<file path="src/verilog/axi_mem_settings.svh">
`ifndef AXI_MEM_SETTINGS_SVH
`define AXI_MEM_SETTINGS_SVH

// memory window as seen on the AXI bus
// byte address of word 0
`define AXI_MEM_BASE 32'h8000_0000

// ram depth in 64-bit words
`define AXI_MEM_WORDS 256

// bits in a word index, log2 of the depth
`define AXI_MEM_INDEX_BITS 8

// AXI response codes
// normal completion
`define AXI_RESP_OKAY 2'b00

// slave error, used for anything outside the window
`define AXI_RESP_SLVERR 2'b10

`endif

</file>
<file path="src/verilog/axi_mem_pkg.sv">
`default_nettype none

`include "axi_mem_settings.svh"

package axi_mem_pkg;

  // bus vectors
  typedef logic [31:0] axi_addr_t;
  typedef logic [63:0] axi_data_t;
  typedef logic [7:0]  axi_strb_t;
  // burst length minus one, up to 8 beats
  typedef logic [2:0]  axi_len_t;
  typedef logic [1:0]  axi_resp_t;

  // word index into the ram
  typedef logic [`AXI_MEM_INDEX_BITS-1:0] mem_index_t;

  // slave read side
  typedef enum logic [1:0] {
    slv_rd_idle,
    slv_rd_fetch,
    slv_rd_data
  } slv_rd_state_e;

  // slave write side
  typedef enum logic [1:0] {
    slv_wr_addr,
    slv_wr_data,
    slv_wr_resp
  } slv_wr_state_e;

  // master, one channel at a time
  typedef enum logic [2:0] {
    mst_idle,
    mst_ar,
    mst_r,
    mst_aw,
    mst_w,
    mst_b
  } mst_state_e;

endpackage

`default_nettype wire

</file>
<file path="src/verilog/lsu_axi_master.sv">
`default_nettype none

`include "axi_mem_settings.svh"

module lsu_axi_master (
  input  wire                          clock,
  input  wire                          reset_n,
  // core request
  input  wire                          start_i,
  input  wire                          write_i,
  input  wire axi_mem_pkg::axi_addr_t  addr_i,
  input  wire axi_mem_pkg::axi_len_t   len_i,
  input  wire axi_mem_pkg::axi_data_t  wdata_i,
  input  wire axi_mem_pkg::axi_strb_t  wstrb_i,
  input  wire                          rdata_ready_i,
  // core status and load data
  output logic                         busy_o,
  output logic                         done_o,
  output logic                         err_o,
  output logic                         rdata_valid_o,
  output axi_mem_pkg::axi_data_t       rdata_o,
  output logic                         rdata_last_o,
  // read address
  output logic                         arvalid_o,
  output axi_mem_pkg::axi_addr_t       araddr_o,
  output axi_mem_pkg::axi_len_t        arlen_o,
  input  wire                          arready_i,
  // read data
  output logic                         rready_o,
  input  wire                          rvalid_i,
  input  wire axi_mem_pkg::axi_data_t  rdata_i,
  input  wire axi_mem_pkg::axi_resp_t  rresp_i,
  input  wire                          rlast_i,
  // write address
  output logic                         awvalid_o,
  output axi_mem_pkg::axi_addr_t       awaddr_o,
  input  wire                          awready_i,
  // write data
  output logic                         wvalid_o,
  output axi_mem_pkg::axi_data_t       wdata_o,
  output axi_mem_pkg::axi_strb_t       wstrb_o,
  output logic                         wlast_o,
  input  wire                          wready_i,
  // write response
  output logic                         bready_o,
  input  wire                          bvalid_i,
  input  wire axi_mem_pkg::axi_resp_t  bresp_i
);

  axi_mem_pkg::mst_state_e state;

  // request held for the whole transaction
  axi_mem_pkg::axi_addr_t req_addr;
  axi_mem_pkg::axi_len_t  req_len;
  axi_mem_pkg::axi_data_t req_wdata;
  axi_mem_pkg::axi_strb_t req_wstrb;

  // sticky error over all beats
  logic err_acc;
  logic start_ok;
  logic r_hs;
  logic r_err;
  logic b_hs;
  logic b_err;

  assign start_ok = start_i && (state == axi_mem_pkg::mst_idle);
  assign r_hs     = rvalid_i && rready_o;
  assign r_err    = (rresp_i != `AXI_RESP_OKAY);
  assign b_hs     = bvalid_i && bready_o;
  assign b_err    = (bresp_i != `AXI_RESP_OKAY);

  // request capture on accepted start
  always_ff @(posedge clock) begin
    if (start_ok) begin
      req_addr  <= addr_i;
      req_len   <= len_i;
      req_wdata <= wdata_i;
      req_wstrb <= wstrb_i;
    end
  end

  // channel sequencing, one channel active at a time
  always_ff @(posedge clock) begin
    if (!reset_n) begin
      state   <= axi_mem_pkg::mst_idle;
      err_acc <= 1'b0;
      done_o  <= 1'b0;
      err_o   <= 1'b0;
    end else begin
      // done and err are single-cycle
      done_o <= 1'b0;
      err_o  <= 1'b0;
      case (state)
        axi_mem_pkg::mst_idle: begin
          if (start_ok) begin
            err_acc <= 1'b0;
            state   <= write_i ? axi_mem_pkg::mst_aw : axi_mem_pkg::mst_ar;
          end
        end
        axi_mem_pkg::mst_ar: begin
          if (arready_i) state <= axi_mem_pkg::mst_r;
        end
        axi_mem_pkg::mst_r: begin
          if (r_hs) begin
            err_acc <= err_acc || r_err;
            if (rlast_i) begin
              done_o <= 1'b1;
              err_o  <= err_acc || r_err;
              state  <= axi_mem_pkg::mst_idle;
            end
          end
        end
        axi_mem_pkg::mst_aw: begin
          // W only after AW has gone
          if (awready_i) state <= axi_mem_pkg::mst_w;
        end
        axi_mem_pkg::mst_w: begin
          if (wready_i) state <= axi_mem_pkg::mst_b;
        end
        axi_mem_pkg::mst_b: begin
          if (b_hs) begin
            done_o <= 1'b1;
            err_o  <= err_acc || b_err;
            state  <= axi_mem_pkg::mst_idle;
          end
        end
        default: state <= axi_mem_pkg::mst_idle;
      endcase
    end
  end

  assign busy_o = (state != axi_mem_pkg::mst_idle);

  // AXI drive, valids straight from state so they hold until taken
  assign arvalid_o = (state == axi_mem_pkg::mst_ar);
  assign araddr_o  = req_addr;
  assign arlen_o   = req_len;
  assign awvalid_o = (state == axi_mem_pkg::mst_aw);
  assign awaddr_o  = req_addr;
  assign wvalid_o  = (state == axi_mem_pkg::mst_w);
  assign wdata_o   = req_wdata;
  assign wstrb_o   = req_wstrb;
  // single-beat writes
  assign wlast_o   = 1'b1;
  assign bready_o  = (state == axi_mem_pkg::mst_b);

  // read beats pass through, core back-pressure becomes rready
  assign rready_o      = (state == axi_mem_pkg::mst_r) && rdata_ready_i;
  assign rdata_valid_o = (state == axi_mem_pkg::mst_r) && rvalid_i;
  assign rdata_o       = rdata_i;
  assign rdata_last_o  = rdata_valid_o && rlast_i;

endmodule

`default_nettype wire

</file>
<file path="config.mk">
export PLATFORM = sky130hd
export DESIGN_NAME = lsu_axi_master
export DESIGN_NICKNAME = d
export VERILOG_FILES = /design/src/verilog/axi_mem_pkg.sv /design/src/verilog/lsu_axi_master.sv
export VERILOG_INCLUDE_DIRS = /design/src /design/src/verilog
export SDC_FILE = /design/constraint.sdc
export NUM_CORES = 1
export LEC_CHECK = 0
export BUFFER_PORTS_ARGS = -buffer_cell sky130_fd_sc_hd__buf_4
export CAP_MARGIN = 20
export CORE_AREA = 4 4 155 157
export CTS_CLUSTER_SIZE = 24
export DETAILED_ROUTE_END_ITERATION = 7
export DIE_AREA = 0 0 159 161
export MAX_ROUTING_LAYER = met4
export PLACE_DENSITY = 0.58
export SLEW_MARGIN = 20
export SYNTH_ARGS = -nofsm -noshare
export SYNTH_HDL_FRONTEND = slang
export SYNTH_SLANG_ARGS = --single-unit
export TNS_END_PERCENT = 1
</file>
<file path="constraint.sdc">
create_clock -name clock -period 18.2 [get_ports clock]
set_clock_uncertainty 0.05 [all_clocks]
set_input_delay 0.91 -clock clock [delete_from_list [all_inputs] [get_ports clock]]
set_output_delay 0.91 -clock clock [all_outputs]
set_load 0.01 [all_outputs]
</file>
# Word level (Yosys, flattened, before mapping)
# Index checks and enable logic that the tools add are counted.
[totals]
reg_bits = 113
inputBits = 186
output_inout_bits = 214
ramBits = 0
memories = 0
mem_bits_ro = 0
wordCells = 55
latchBits = 0
[op_classes]
n_eq_ne = 12
n_addsub = 0
n_shift = 0
reduce_logical = 15
muxes = 20
bitwise_logic = 0
div_mod_pow = 0
order_cmp = 0
n_mul = 0
[ops]
columns = ["operator", "n"]
rows = [
  ["$mux W3", 7],
  ["$pmux W3 S6", 1],
  ["$mux W1", 8],
  ["$ne A2 B1 Y1 const B", 4],
  ["$reduce_and A7 Y1", 1],
  ["$eq A3 B2 Y1 const B", 2],
  ["$eq A3 B3 Y1 const B", 2],
  ["$logic_and A1 B1 Y1", 6],
  ["$ne A2 B2 Y1 const B", 3],
  ["$pmux W1 S2", 3],
  ["$reduce_bool A2 Y1", 3],
  ["$eq A3 B1 Y1 const B", 1],
  ["$logic_not A3 Y1", 1],
  ["$reduce_and A3 Y1", 1],
  ["$reduce_bool A3 Y1", 1],
  ["$logic_or A1 B1 Y1", 2],
  ["$mux W2", 1],
]

# Logic depth before layout (Yosys ltp)
[depth]
ltp_word = 5
ltp_mapped = 5
ltp_nobuf = 4

# Least setup slack after synthesis
# No wires, ideal clock.
[synth_path]
kind = "input port to flip-flop"
startpoint = "in start_i"
endpoint = "reg req_addr[0], in the netlist araddr_o[0], enable pin"
required_ns = 17.446
slack_ns = 9.226
cell_stages = 2
setup_time_ns = 0.704
n_path_buf = 0
arrival_ns = 8.220
cell_sequence = "nand2b_1 nor3_1"
[synth_between]
elab_chain_len = 1
[synth_lines]
columns = ["element", "line", "text"]
rows = [
  ["from (decl)", "lsu_axi_master.sv:9", "input wire start_i,"],
  ["$logic_and A1 B1 Y1", "lsu_axi_master.sv:66", "assign start_ok = start_i && (state == axi_mem_pkg::mst_idle);"],
  ["net start_ok", "lsu_axi_master.sv:60", "logic start_ok;"],
  ["to (signal assigned)", "lsu_axi_master.sv:75", "req_addr <= addr_i;"],
  ["to (decl)", "lsu_axi_master.sv:53", "axi_mem_pkg::axi_addr_t req_addr;"],
]
# The timed path passes the listed nets, and every way through them passes these cells.
# A chain may end at the register's enable or synchronous reset.

# Worst setup path after layout
[layout_path]
startpoint = "reg state[1]"
endpoint = "out rdata_last_o"
[layout_between]
elab_chain_len = 3
[layout_lines]
columns = ["element", "line", "text"]
rows = [
  ["from (decl)", "lsu_axi_master.sv:50", "axi_mem_pkg::mst_state_e state;"],
  ["from (signal assigned)", "lsu_axi_master.sv:85", "state <= axi_mem_pkg::mst_idle;"],
  ["from (signal assigned)", "lsu_axi_master.sv:97", "state <= write_i ? axi_mem_pkg::mst_aw : axi_mem_pkg::mst_ar;"],
  ["from (signal assigned)", "lsu_axi_master.sv:101", "if (arready_i) state <= axi_mem_pkg::mst_r;"],
  ["$eq A3 B2 Y1", "lsu_axi_master.sv:149", "assign rdata_valid_o = (state == axi_mem_pkg::mst_r) && rvalid_i;"],
  ["$logic_and A1 B1 Y1", "lsu_axi_master.sv:149", ""],
  ["$logic_and A1 B1 Y1", "lsu_axi_master.sv:151", "assign rdata_last_o = rdata_valid_o && rlast_i;"],
  ["to (decl)", "lsu_axi_master.sv:22", "output logic rdata_last_o,"],
]
# No other way between the ends.

==> metrics.md <==
| Metric | Value |
|---|---|
| Slowest CP cell | dfxtp_1 |
| Post-Syn Nets | 447 |
| Slowest stage delay, CP | 0.60 ns |
| Via Count | 2772 |
| Synth unique cells | 34 |
| Worst-Skew Late Latency | 0.40 ns |
| Critical Path Fanout Max | 13 |
| Diode count | 0 |
| Share of Yosys cell area claimed by the top area cell type | 0.729 |
| Vias in the first global route | 2927 |
| M3 GR Usage | 0.0528 |
| Row count | 55 |
| Sequential share of the synthesized area | 0.756 |
| Synth Area in Simple Gates | 0.0411 |
| WP buf/inv | 1 |
| Post-synthesis mux area share | 0.00454 |
| Post-synth EDFFs | 107 |
| CTS Buffer Depth | 2 |
| Die width | 159 um |
| Number of synthesized register bits | 113 |
| IO Pins | 400 |
| Reg clk slew, reported paths | 0.06 ns |
| Fillers | 2240 |
| M2 GR Usage | 0.152 |
| Initial antenna violation count | 0 |
| Endpoints failing hold | 0 |
| Top_reg_cell synth | edfxtp_1 |
| Worst Path Arrival | 1.67 ns |
| Fmax | 380 MHz |
| Routed WL per cell | 16.8 um |
| Top cell family by delay on the critical path | flip-flops |
| Synth Area in XOR/XNOR | 0 |
| CTS buffer count | 17 |
| Root Driver | clkbuf_16 |
| CP Cell Sequence | nor3b_2 -> and3_1 -> buf_4 |
| DP HPWL | 9.70 mm |
| Post-DP Area | 6060 um^2 |
| NumNets Final | 637 |
| DR pass1 iterations | 4 |
| Crit share post-route | 0.145 |
| WL final | 12.6 mm |
| Peak supply drop | 0.0496 mV |
| Layout cells sized above 1 | 0.666 |
| # setup viols final | 0 |
| Htree depth | 4 |
| Met1 Usage GRT | 0.0954 |
| Tot Pwr | 0.969 mW |
| Die ar. | 25600 um^2 |
| Largest family of logic cells by synthesized area | buffers and inverters |
| Synth Area in Adders | 0 |
| Worst EP required | 17.24 ns |
| First-pass GRT wire length | 18.0 mm |
| WS Path Type | reg -> out |
| Reg-to-reg slack, setup | 15.65 ns |
| Postcts setup bufs | 0 |
| Fraction of registers with async set/reset | 0 |
| Area leader, netlist | edfxtp_1 |
| Static leakage | 2.77 nW |
| Pwr dens | 146 nW/um^2 |
| Yosys warns | 0 |
| Die span in y | 161 um |
| Hold WC Path Type | reg -> reg |
| RSZ-0062 raised after global routing | no |
| Gr ovfl total | 0 |
| Top-count cell post-synth | edfxtp_1 |
| Setup_tns | 0 ns |
| Busiest layer in global routing | met2 |
| Max-slew violations | 0 |
| Area Overhead vs Synth | 50.0% |
| Slew HR | 0.400 |
| Pin count of the biggest net entering global routing | 73 |
| Main area contributors after synthesis | edfxtp_1 (73%), buf_4 (17%), dfxtp_1 (2.7%) |
| Max cap viols | 0 |
| DR iter-0 viols | 131 |
| Core area | 22500 um^2 |
| Resize count post-CTS | 0 |
| Synth Area per Inst | 16.9 um^2 |
| Gr usage total | 0.0951 |
| Final instance area | 6620 um^2 |
| Via density | 3.70 |
| Minimum clock period | 2.63 ns |
| Cells after synthesis | 261 |
| CTS tree | yes |
| Critical Path Sink Type | primary output |
| Crit start category | register |
| CTS sink cnt | 113 |
| Top cells by count, synth | edfxtp_1 (107), buf_4 (98), dfxtp_1 (6) |
| Outcome | finished, final reports clean |
| Synth Area in Compound Gates | 0.0247 |
| Hold buffer count at cts | 0 |
| Post-route ant nets | 0 |
| I/O Buffers | 270 |
| Remaining DRCs | 0 |
| Starting Density | 0.196 |
| Worst-Margin Slew | 0.900 ns |
| Gpl congestion | 0.789 |
| Cell Area, Synth | 4410 um^2 |
[flip-flops by register name (all words and copies together), names as in the netlist]
| name | count |
|---|---|
| wdata_o | 64 |
| araddr_o | 32 |
| wstrb_o | 8 |
| arlen_o | 3 |
| state | 3 |
| done_o | 1 |
| err_acc | 1 |
| err_o | 1 |
[kinds of logic (layout without fill, tap and decap cells)]
logic type | after synthesis | count (layout)
other | 1 | 1
AND/OR/NAND/NOR | 30 | 30
flip-flops | 113 | 113
multiplexers | 2 | 2
buffers and inverters | 103 | 306
AO/OA/AOI/OAI | 12 | 12
[path summary, 6_finish.rpt]
kind,from,endpoint,cells past startpoint
min,err_acc,err_acc,2
max reg2reg,state[1],wdata_o[9],4
max,state[1],rdata_last_o,3
min reg2reg,err_acc,err_acc,2
[stage by stage]
stage | hold WS, ns | setup WS, ns | std cells | util
floorplan | 0.407 | 9.23 | 261 | -
global placement | 0.448 | 15.30 | 717 | 0.269
detailed placement | 0.447 | 15.21 | 717 | 0.269
CTS | 0.455 | 15.53 | 749 | 0.294
global route | 0.503 | 15.44 | 749 | 0.294
finish | 0.448 | 15.57 | 749 | 0.294
[worst min-delay path: stages, from the launching register on]
cell	delay (ns)
dfxtp_1	0.33
o31ai_1	0.07
a21boi_1	0.05
[layer usage]
layer,part of all wire,vias to the layer above
met1,0.36,1307
met3,0.11,36
li1,-,1225
met5,0,-
met2,0.50,204
met4,0.024,0
[area by class of cell]
class / count / area [um^2] / area share
inverters: 2 / 7.51 / 0.00113
repair buffers: 272 / 2040 / 0.309
multi-input cells: 45 / 319 / 0.0482
well taps: 285 / 357 / 0.0539
flip-flops and latches: 113 / 3330 / 0.504
clock buffers: 17 / 425 / 0.0643
clock inverters: 15 / 134 / 0.0202
[layout by cell type, fill, tap and decap left out, drive strengths merged, types with 2 or more instances in the layout]
cell,instances
mux2i,2
nand2,4
dfxtp,6
and2,4
o31ai,2
a21boi,3
and3,3
clkbuf,17
nor3,2
nor3b,3
edfxtp,107
nand3,3
clkinvlp,2
nor2,4
inv,6
clkinv,8
buf,272
nand2b,3
[power breakdown]
part	total [mW]	switching [mW]	internal (mW)
sequential	0.405	0.0323	0.372
combinational	0.252	0.127	0.125
clock	0.313	0.124	0.189
(Power assumes the default switching activity.)
