===== config.mk =====
export PLATFORM = sky130hd
export DESIGN_NAME = axi_mem_slave
export DESIGN_NICKNAME = d
export VERILOG_FILES = /design/src/verilog/axi_mem_pkg.sv /design/src/verilog/axi_mem_slave.sv
export VERILOG_INCLUDE_DIRS = /design/src /design/src/verilog
export SDC_FILE = /design/constraint.sdc
export NUM_CORES = 1
export LEC_CHECK = 0
export BUFFER_PORTS_ARGS = -buffer_cell sky130_fd_sc_hd__buf_2
export CORE_AREA = 8 8 137 139
export DETAILED_ROUTE_END_ITERATION = 8
export DIE_AREA = 0 0 145 147
export PLACE_DENSITY = 0.59
export RECOVER_POWER = 25
export SLEW_MARGIN = 20
export SYNTH_ARGS = -nofsm -noshare
export SYNTH_HDL_FRONTEND = slang
export SYNTH_SLANG_ARGS = --single-unit

===== constraint.sdc =====
create_clock -name clock -period 3.35 [get_ports clock]
set_input_delay 0.335 -clock clock [delete_from_list [all_inputs] [get_ports clock]]
set_output_delay 0.335 -clock clock [all_outputs]
set_load 0.02 [all_outputs]

===== src/verilog/axi_mem_settings.svh =====
`ifndef AXI_MEM_SETTINGS_SVH
`define AXI_MEM_SETTINGS_SVH

// memory window as seen on the AXI bus
// byte address of word 0
`define AXI_MEM_BASE 32'h8000_0000

// ram depth in 64-bit words
`define AXI_MEM_WORDS 256

// bits in a word index, log2 of the depth
`define AXI_MEM_INDEX_BITS 8

// AXI response codes
// normal completion
`define AXI_RESP_OKAY 2'b00

// slave error, used for anything outside the window
`define AXI_RESP_SLVERR 2'b10

`endif


===== src/verilog/axi_mem_pkg.sv =====
`default_nettype none

`include "axi_mem_settings.svh"

package axi_mem_pkg;

  // bus vectors
  typedef logic [31:0] axi_addr_t;
  typedef logic [63:0] axi_data_t;
  typedef logic [7:0]  axi_strb_t;
  // burst length minus one, up to 8 beats
  typedef logic [2:0]  axi_len_t;
  typedef logic [1:0]  axi_resp_t;

  // word index into the ram
  typedef logic [`AXI_MEM_INDEX_BITS-1:0] mem_index_t;

  // slave read side
  typedef enum logic [1:0] {
    slv_rd_idle,
    slv_rd_fetch,
    slv_rd_data
  } slv_rd_state_e;

  // slave write side
  typedef enum logic [1:0] {
    slv_wr_addr,
    slv_wr_data,
    slv_wr_resp
  } slv_wr_state_e;

  // master, one channel at a time
  typedef enum logic [2:0] {
    mst_idle,
    mst_ar,
    mst_r,
    mst_aw,
    mst_w,
    mst_b
  } mst_state_e;

endpackage

`default_nettype wire


===== src/verilog/axi_mem_slave.sv =====
`default_nettype none

`include "axi_mem_settings.svh"

module axi_mem_slave (
  input  wire                          clock,
  input  wire                          reset_n,
  // read address
  input  wire                          arvalid_i,
  input  wire axi_mem_pkg::axi_addr_t  araddr_i,
  input  wire axi_mem_pkg::axi_len_t   arlen_i,
  output logic                         arready_o,
  // read data
  input  wire                          rready_i,
  output logic                         rvalid_o,
  output axi_mem_pkg::axi_data_t       rdata_o,
  output axi_mem_pkg::axi_resp_t       rresp_o,
  output logic                         rlast_o,
  // write address
  input  wire                          awvalid_i,
  input  wire axi_mem_pkg::axi_addr_t  awaddr_i,
  output logic                         awready_o,
  // write data
  input  wire                          wvalid_i,
  input  wire axi_mem_pkg::axi_data_t  wdata_i,
  input  wire axi_mem_pkg::axi_strb_t  wstrb_i,
  input  wire                          wlast_i,
  output logic                         wready_o,
  // write response
  input  wire                          bready_i,
  output logic                         bvalid_o,
  output axi_mem_pkg::axi_resp_t       bresp_o,
  // ram port
  output logic                         mem_en_o,
  output logic                         mem_we_o,
  output axi_mem_pkg::mem_index_t      mem_index_o,
  output axi_mem_pkg::axi_data_t       mem_wdata_o,
  output axi_mem_pkg::axi_strb_t       mem_wstrb_o,
  input  wire axi_mem_pkg::axi_data_t  mem_rdata_i
);

  // window bounds in bytes
  localparam axi_mem_pkg::axi_addr_t win_base  = `AXI_MEM_BASE;
  localparam axi_mem_pkg::axi_addr_t win_bytes = `AXI_MEM_WORDS * 8;

  // true when the byte address hits the ram
  function automatic logic in_window(input axi_mem_pkg::axi_addr_t addr);
    axi_mem_pkg::axi_addr_t offset;
    offset = addr - win_base;
    return (addr >= win_base) && (offset < win_bytes);
  endfunction

  // word index inside the window, low 3 bits dropped
  function automatic axi_mem_pkg::mem_index_t word_index(input axi_mem_pkg::axi_addr_t addr);
    axi_mem_pkg::axi_addr_t offset;
    offset = addr - win_base;
    return offset[`AXI_MEM_INDEX_BITS+2:3];
  endfunction

  axi_mem_pkg::slv_rd_state_e rd_state;
  axi_mem_pkg::slv_wr_state_e wr_state;

  // latched request fields
  axi_mem_pkg::axi_addr_t rd_addr;
  axi_mem_pkg::axi_len_t  rd_len;
  axi_mem_pkg::axi_len_t  rd_beat;
  axi_mem_pkg::axi_addr_t rd_cur_addr;
  axi_mem_pkg::axi_addr_t wr_addr;

  logic ar_hs;
  logic r_hs;
  logic aw_hs;
  logic w_hs;
  logic b_hs;
  logic rd_in_win;
  logic rd_last;
  logic wr_in_win;
  logic wr_mem_use;
  logic rd_mem_use;
  logic rd_stall;

  assign ar_hs = arvalid_i && arready_o;
  assign r_hs  = rvalid_o && rready_i;
  assign aw_hs = awvalid_i && awready_o;
  assign w_hs  = wvalid_i && wready_o;
  assign b_hs  = bvalid_o && bready_i;

  // current beat address, 8 bytes per beat
  assign rd_cur_addr = rd_addr + axi_mem_pkg::axi_addr_t'({rd_beat, 3'b000});
  // window checked per beat, a burst can run off the end
  assign rd_in_win   = in_window(rd_cur_addr);
  assign rd_last     = (rd_beat == rd_len);
  assign wr_in_win   = in_window(wr_addr);

  // write owns the ram on its W handshake, read fetch waits a cycle
  assign wr_mem_use = w_hs && wr_in_win;
  assign rd_stall   = rd_in_win && wr_mem_use;
  assign rd_mem_use = (rd_state == axi_mem_pkg::slv_rd_fetch) && rd_in_win && !wr_mem_use;

  // ram port mux
  assign mem_en_o    = wr_mem_use || rd_mem_use;
  assign mem_we_o    = wr_mem_use;
  assign mem_index_o = wr_mem_use ? word_index(wr_addr) : word_index(rd_cur_addr);
  assign mem_wdata_o = wdata_i;
  assign mem_wstrb_o = wstrb_i;

  // read address and length, captured at AR
  always_ff @(posedge clock) begin
    if (ar_hs) begin
      rd_addr <= araddr_i;
      rd_len  <= arlen_i;
    end
  end

  // read burst FSM
  always_ff @(posedge clock) begin
    if (!reset_n) begin
      rd_state <= axi_mem_pkg::slv_rd_idle;
      rd_beat  <= '0;
    end else begin
      case (rd_state)
        axi_mem_pkg::slv_rd_idle: begin
          if (ar_hs) begin
            rd_beat  <= '0;
            rd_state <= axi_mem_pkg::slv_rd_fetch;
          end
        end
        axi_mem_pkg::slv_rd_fetch: begin
          if (!rd_stall) begin
            rd_state <= axi_mem_pkg::slv_rd_data;
          end
        end
        axi_mem_pkg::slv_rd_data: begin
          // next beat refetches, last beat frees the channel
          if (r_hs && rd_last) begin
            rd_state <= axi_mem_pkg::slv_rd_idle;
          end else if (r_hs) begin
            rd_beat  <= rd_beat + 3'd1;
            rd_state <= axi_mem_pkg::slv_rd_fetch;
          end
        end
        default: rd_state <= axi_mem_pkg::slv_rd_idle;
      endcase
    end
  end

  // read outputs, ram register holds while rready is low
  assign arready_o = (rd_state == axi_mem_pkg::slv_rd_idle);
  assign rvalid_o  = (rd_state == axi_mem_pkg::slv_rd_data);
  assign rlast_o   = rvalid_o && rd_last;
  assign rresp_o   = rd_in_win ? `AXI_RESP_OKAY : `AXI_RESP_SLVERR;
  assign rdata_o   = rd_in_win ? mem_rdata_i : '0;

  // write address, captured at AW
  always_ff @(posedge clock) begin
    if (aw_hs) begin
      wr_addr <= awaddr_i;
    end
  end

  // write FSM
  always_ff @(posedge clock) begin
    if (!reset_n) begin
      wr_state <= axi_mem_pkg::slv_wr_addr;
    end else begin
      case (wr_state)
        axi_mem_pkg::slv_wr_addr: begin
          if (aw_hs) begin
            wr_state <= axi_mem_pkg::slv_wr_data;
          end
        end
        axi_mem_pkg::slv_wr_data: begin
          // stays for more beats until wlast
          if (w_hs && wlast_i) begin
            wr_state <= axi_mem_pkg::slv_wr_resp;
          end
        end
        axi_mem_pkg::slv_wr_resp: begin
          if (b_hs) begin
            wr_state <= axi_mem_pkg::slv_wr_addr;
          end
        end
        default: wr_state <= axi_mem_pkg::slv_wr_addr;
      endcase
    end
  end

  // write outputs
  assign awready_o = (wr_state == axi_mem_pkg::slv_wr_addr);
  assign wready_o  = (wr_state == axi_mem_pkg::slv_wr_data);
  assign bvalid_o  = (wr_state == axi_mem_pkg::slv_wr_resp);
  assign bresp_o   = wr_in_win ? `AXI_RESP_OKAY : `AXI_RESP_SLVERR;

endmodule

`default_nettype wire


# ---- Yosys cells after proc, flatten, opt, wreduce, memory -nomap -nowiden
# Index checks and enable logic that the tools add are counted.
dict set report totals {
  word_cells 66
  in_bits 211
  output_inout_bits 156
  regBits 74
}
dict set report classes {
  magnitude_cmp 4
  add_sub_neg 4
  mux 17
  n_reduce_logical 22
  eq_ne 13
}
# op count
set op_table {}
lappend op_table {{>= comparator 32 bit (second input constant)} 2}
lappend op_table {{< comparator 32 x 12 -> 1 bit (second input constant)} 2}
lappend op_table {{two-way mux 64 bit} 1}
lappend op_table {{subtractor 32 bit (second input constant)} 2}
lappend op_table {{adder 32 x 6 -> 32 bit} 1}
lappend op_table {{two-way mux 2 bit} 9}
lappend op_table {{logical AND 1 bit} 14}
lappend op_table {{case mux 2 bit (3 select lines)} 2}
lappend op_table {{!= test 2 x 1 -> 1 bit (second input constant)} 5}
lappend op_table {{two-way mux 3 bit} 3}
lappend op_table {{two-way mux 8 bit} 1}
lappend op_table {{case mux 3 bit (2 select lines)} 1}
lappend op_table {{AND reduction 3 bit} 2}
lappend op_table {{== test 2 x 1 -> 1 bit (second input constant)} 2}
lappend op_table {{== test 2 bit (second input constant)} 2}
lappend op_table {{zero test 2 bit} 2}
lappend op_table {{!= test 2 bit (second input constant)} 2}
lappend op_table {{AND reduction 4 bit} 1}
lappend op_table {{adder 3 x 1 -> 3 bit (second input constant)} 1}
lappend op_table {{== test 3 bit} 1}
lappend op_table {{!= test 3 x 1 -> 1 bit (second input constant)} 1}
lappend op_table {{nonzero test 2 bit} 1}
lappend op_table {{zero test 1 bit} 1}
lappend op_table {{logical OR 1 bit} 1}

# ---- Logic depth before layout (Yosys ltp)
dict set report depth {
  ltp_word 7
  mapped_depth 13
  mapped_depth_nobuf 10
}

# ---- Worst setup path after synthesis
# OpenSTA, ideal clock, no wires.
dict set report synth_timing {
  path_type {reg2out}
  start {register rd_beat[0]}
  end {output port rdata_o[15]}
  arrival_ps 3157
  stages_incl_launch_ff 13
  path_slack_ps -142
  t_required_ps 3015
  path_cell_list {dfxtp_1 > ha_1 > fa_1 > a21o_1 > nand3_1 > nor4_1 > xor2_1 > or4_1 > or3_1 > nor3_2 > buf_4 > buf_6 > and2_1}
}
dict set report synth_between {
  elab_chain_len 5
  word_cells_on_any_way 6
  classes_between {2 x add/sub; 2 x order compare; 1 x mux; 1 x reduce/logical}
}
# element line_no
set synth_rtl {}
lappend synth_rtl {{start, declared} axi_mem_slave.sv:66} ;# axi_mem_pkg::axi_len_t rd_beat;
lappend synth_rtl {{start signal, assigned} axi_mem_slave.sv:138} ;# rd_beat <= rd_beat + 3'd1;
lappend synth_rtl {{adder 32 x 6 -> 32 bit (*)} axi_mem_slave.sv:89} ;# assign rd_cur_addr = rd_addr + axi_mem_pkg::axi_addr_t'({rd_beat, 3'b000});
lappend synth_rtl {{subtractor 32 bit} n/a}
lappend synth_rtl {{< comparator 32 x 12 -> 1 bit} axi_mem_slave.sv:50} ;# return (addr >= win_base) && (offset < win_bytes);
lappend synth_rtl {{logical AND 1 bit (*)} axi_mem_slave.sv:50}
lappend synth_rtl {{two-way mux 64 bit (*)} axi_mem_slave.sv:152} ;# assign rdata_o = rd_in_win ? mem_rdata_i : '0;
lappend synth_rtl {{end, declared} axi_mem_slave.sv:16} ;# output axi_mem_pkg::axi_data_t rdata_o,
# Every way passes the cells marked *; elsewhere a longest branch is shown, timed or not.

# ---- Worst setup path after layout
dict set report layout_timing {
  start {register rd_addr[3]}
  end {output port rdata_o[59]}
}
dict set report layout_between {
  elab_chain_len 5
  word_cells_on_any_way 6
  classes_between {2 x add/sub; 2 x order compare; 1 x mux; 1 x reduce/logical}
}
# element line_no
set layout_rtl {}
lappend layout_rtl {{start, declared} axi_mem_slave.sv:64} ;# axi_mem_pkg::axi_addr_t rd_addr;
lappend layout_rtl {{start signal, assigned} axi_mem_slave.sv:110} ;# rd_addr <= araddr_i;
lappend layout_rtl {{adder 32 x 6 -> 32 bit (*)} axi_mem_slave.sv:89}
lappend layout_rtl {{subtractor 32 bit} n/a}
lappend layout_rtl {{< comparator 32 x 12 -> 1 bit} axi_mem_slave.sv:50}
lappend layout_rtl {{logical AND 1 bit (*)} axi_mem_slave.sv:50}
lappend layout_rtl {{two-way mux 64 bit (*)} axi_mem_slave.sv:152}
# Marked as above.

==> metrics.txt <==
Simple-Gate Fraction of Synth Area=0.2459; Routed Antenna Nets=0; RSZ-0062 raised after global routing=yes; final WL=18750 um; Critical path origin=rd_addr[3]$_DFFE_PP_; critical path required time=3.01 ns; total vias in the final route=3652; register area=1973 um^2; Final Power=2.302 mW; Synth Register Bits=68; DRC Markers=0; Buf+Inv Stages, Crit Path=3; die height=147 um; vias in the first global route=between 3000 and 4000; CP max stage cell=or4_4; worst r2r src=rd_addr[3]$_DFFE_PP_; detailed-router iteration count before antenna repair=4; total global-route track usage=0.1691; CP delay by family, top=simple AND/OR/NAND/NOR gates; hold slack=0.1704 ns; GRT overflow=0; Max H-tree Level=3; post-synthesis adder-cell area fraction=0.01657; Yosys cell types=49; worst setup path class=reg -> out; Crit. End Element=primary output; finished layout cell area=6300 um^2; I/O Buffers=214; max frequency=0.2639 GHz; Placed Area=5408 um^2; CTS tree=yes; Synth Area in XOR/XNOR=0.04558; Synth Area in Compound Gates=0.06037; Initial Util=0.2523; Iteration-0 DRC Markers=150; clk sinks=68; Final Core Density=0.3760; Worst setup SP type=flop; Synth area leaders=edfxtp_1 43%, buf_4 13%, and2_1 10%, dfxtp_1 3.3%, xor2_1 2.7%; placed insts=800; Main synth FF type=edfxtp_1; synthesized area=4228 um^2; DP HPWL=approximately 16000 um; Post-synth EDFFs=61; fraction of registers with async set/reset=0; Die ar.=between 20000 and 25000 um^2; Layout fillers=1661; Final Hold Viols=0; CP Data Arrival Time=roughly 3.5 ns; Inserted Clock Buffers=9; CTS Root Cell=clkbuf_16; Rows=48; mux cell area share after synthesis=0.004735; min Tclk post-route=3.790 ns; largest net degree at the start of global routing=45; post-synth top area cell=edfxtp_1; wire length of the first global-routing pass=26630 um; Leak=roughly 2.8 nW; Area Growth Syn to Fin=49.01%; Multi-input gate area=1755 um^2; Worst-path clk slew=0.06 ns; largest family of logic cells by synthesized area=simple AND/OR/NAND/NOR gates; Synth top area share=0.4333; Final Max Slew Viols=0; Clock Latency Late Sink=0.33 ns; Setup-failing EPs final=66; worst-path cell chain=ha_2 > fa_2 > a21o_1 > nand3_2 > mux2i_1 > nand3_1 > or4_4 > or3_4 > nor3_4 > buf_12 > clkbuf_16 > and2_1 > buf_6; max cap viols=0; antenna violations before repair=9; worst reg2reg endpoint=rd_state[1]$_SDFFE_PN0P_; share of layout cells above drive strength 1=0.5762; DIE WIDTH=145 um; Min-Delay Endpoint=wr_addr[30]$_DFFE_PP_; Wirelength per Cell=22.70 um; gpl congestion=0.8858; register area share after synthesis=0.4664; hold path start=awaddr_i[30]; Final WS setup=-0.4396 ns; IR drop worst, VDD=375.3 uV; FF-to-FF path depth=11; critical path's largest stage delay=just under 0.5 ns; via/cell ratio=4.421; Synth Instances=~400; syn_area_per_cell=10.44 um^2; maximum clock path buffer count=2; final period utilization=1.131; reg-to-reg slack, setup=0.19 ns; nets=808; IO Pins=between 300 and 400; Hold Crit Depth=1; pwr/cell area=roughly 370 nW/um^2; outcome=finished with violations; number of synthesis warnings=0; CP max FO=22; Hold Crit Class=in -> reg; failing checks=setup timing; fin cells=826; Core Area=16760 um^2; skew final=between 0.009 and 0.01 ns
power breakdown:
group	internal (mW)	leakage, nW	switching (mW)
Combinational	0.145	2.01	0.165
Clock	0.586	0.143	0.376
Sequential	0.999	0.639	0.0301
Total	1.73	2.79	0.572
what timing repair did:
| item | in CTS | in global routing |
|---|---|---|
| pin swaps | 15 | 0 |
| hold buffers | 0 | 0 |
| buffers inserted | 3 | 0 |
| gates resized for setup | 122 | 24 |
| setup endpoints to repair | 66 | 66 |
| cloned | 2 | 1 |
final cells by class:
| class | count | share of cell area |
|---|---|---|
| diodes | 4 | 0.001589 |
| clock buffers | 9 | 0.03575 |
| clock inverters | 7 | 0.01271 |
| inverters | 7 | 0.004171 |
| multi-input cells | 243 | 0.2786 |
| flip-flops and latches | 68 | 0.3132 |
| well taps | 225 | 0.04469 |
| repair buffers | 263 | 0.3092 |
per-stage QoR:
stage | TNS, ns | setup slack, ns
after floorplan | 0 | 0.02343
after global placement | -13.39 | -0.2316
after detailed placement | -14.86 | -0.2507
after CTS | -28.98 | -0.4684
after global routing | -37.89 | -0.6187
final | -26.60 | -0.4396
cells by family after synthesis:
group	count (synthesis)
other cells	1
simple gates	175
fa+ha+maj	5
flops	68
buf+inv	95
mux	2
xor+xnor	22
compound gates	37
routing by layer:
metal  part of all wire  GRT usage  wire length, um
met4              0.021    0.07154              399
met1               0.31     0.1474             5768
met5             0.0037   0.009479               69
met2               0.52     0.2967             9813
met3               0.14     0.1144             2697
synth_stat cells (all sizes together) (7+ instances only):
master,n
dfxtp,7
xnor2,9
nor2,20
edfxtp,61
a21oi,7
nor4,9
xor2,13
and3,7
buf,82
nand3,11
and2,68
nand2,16
nand4,17
inv,7
placed cells by master, fill, tap and decap left out, drive strengths merged, types with 3 or more instances in the layout:
cell / instances
diode: 4
inv: 11
a21oi: 7
ha: 4
nand2: 16
clkbuf: 10
nor3: 6
a31oi: 4
o21ai: 6
xor2: 13
and4: 5
and3: 7
and2: 68
buf: 262
a311oi: 3
nor2b: 5
or4: 3
xnor2: 9
nor2: 20
a21o: 4
nand4: 17
nor4: 9
dfxtp: 7
edfxtp: 61
nand3: 11
nand2b: 4
flip-flops by register name, summed over array words and instances (netlist names):
register / cells
rd_len: 3
wr_state: 2
rd_beat: 3
wr_addr: 29
rd_state: 2
rd_addr: 29
worst max-delay path by stage:
| stage | end | cells past startpoint |
|---|---|---|
| after floorplan | rdata_o[15] | 12 |
| after global placement | rdata_o[52] | 12 |
| after detailed placement | rdata_o[39] | 12 |
| after CTS | rdata_o[10] | 13 |
| after global routing | rdata_o[15] | 14 |
| final | rdata_o[59] | 13 |
Power figures use the tool's default switching activity.
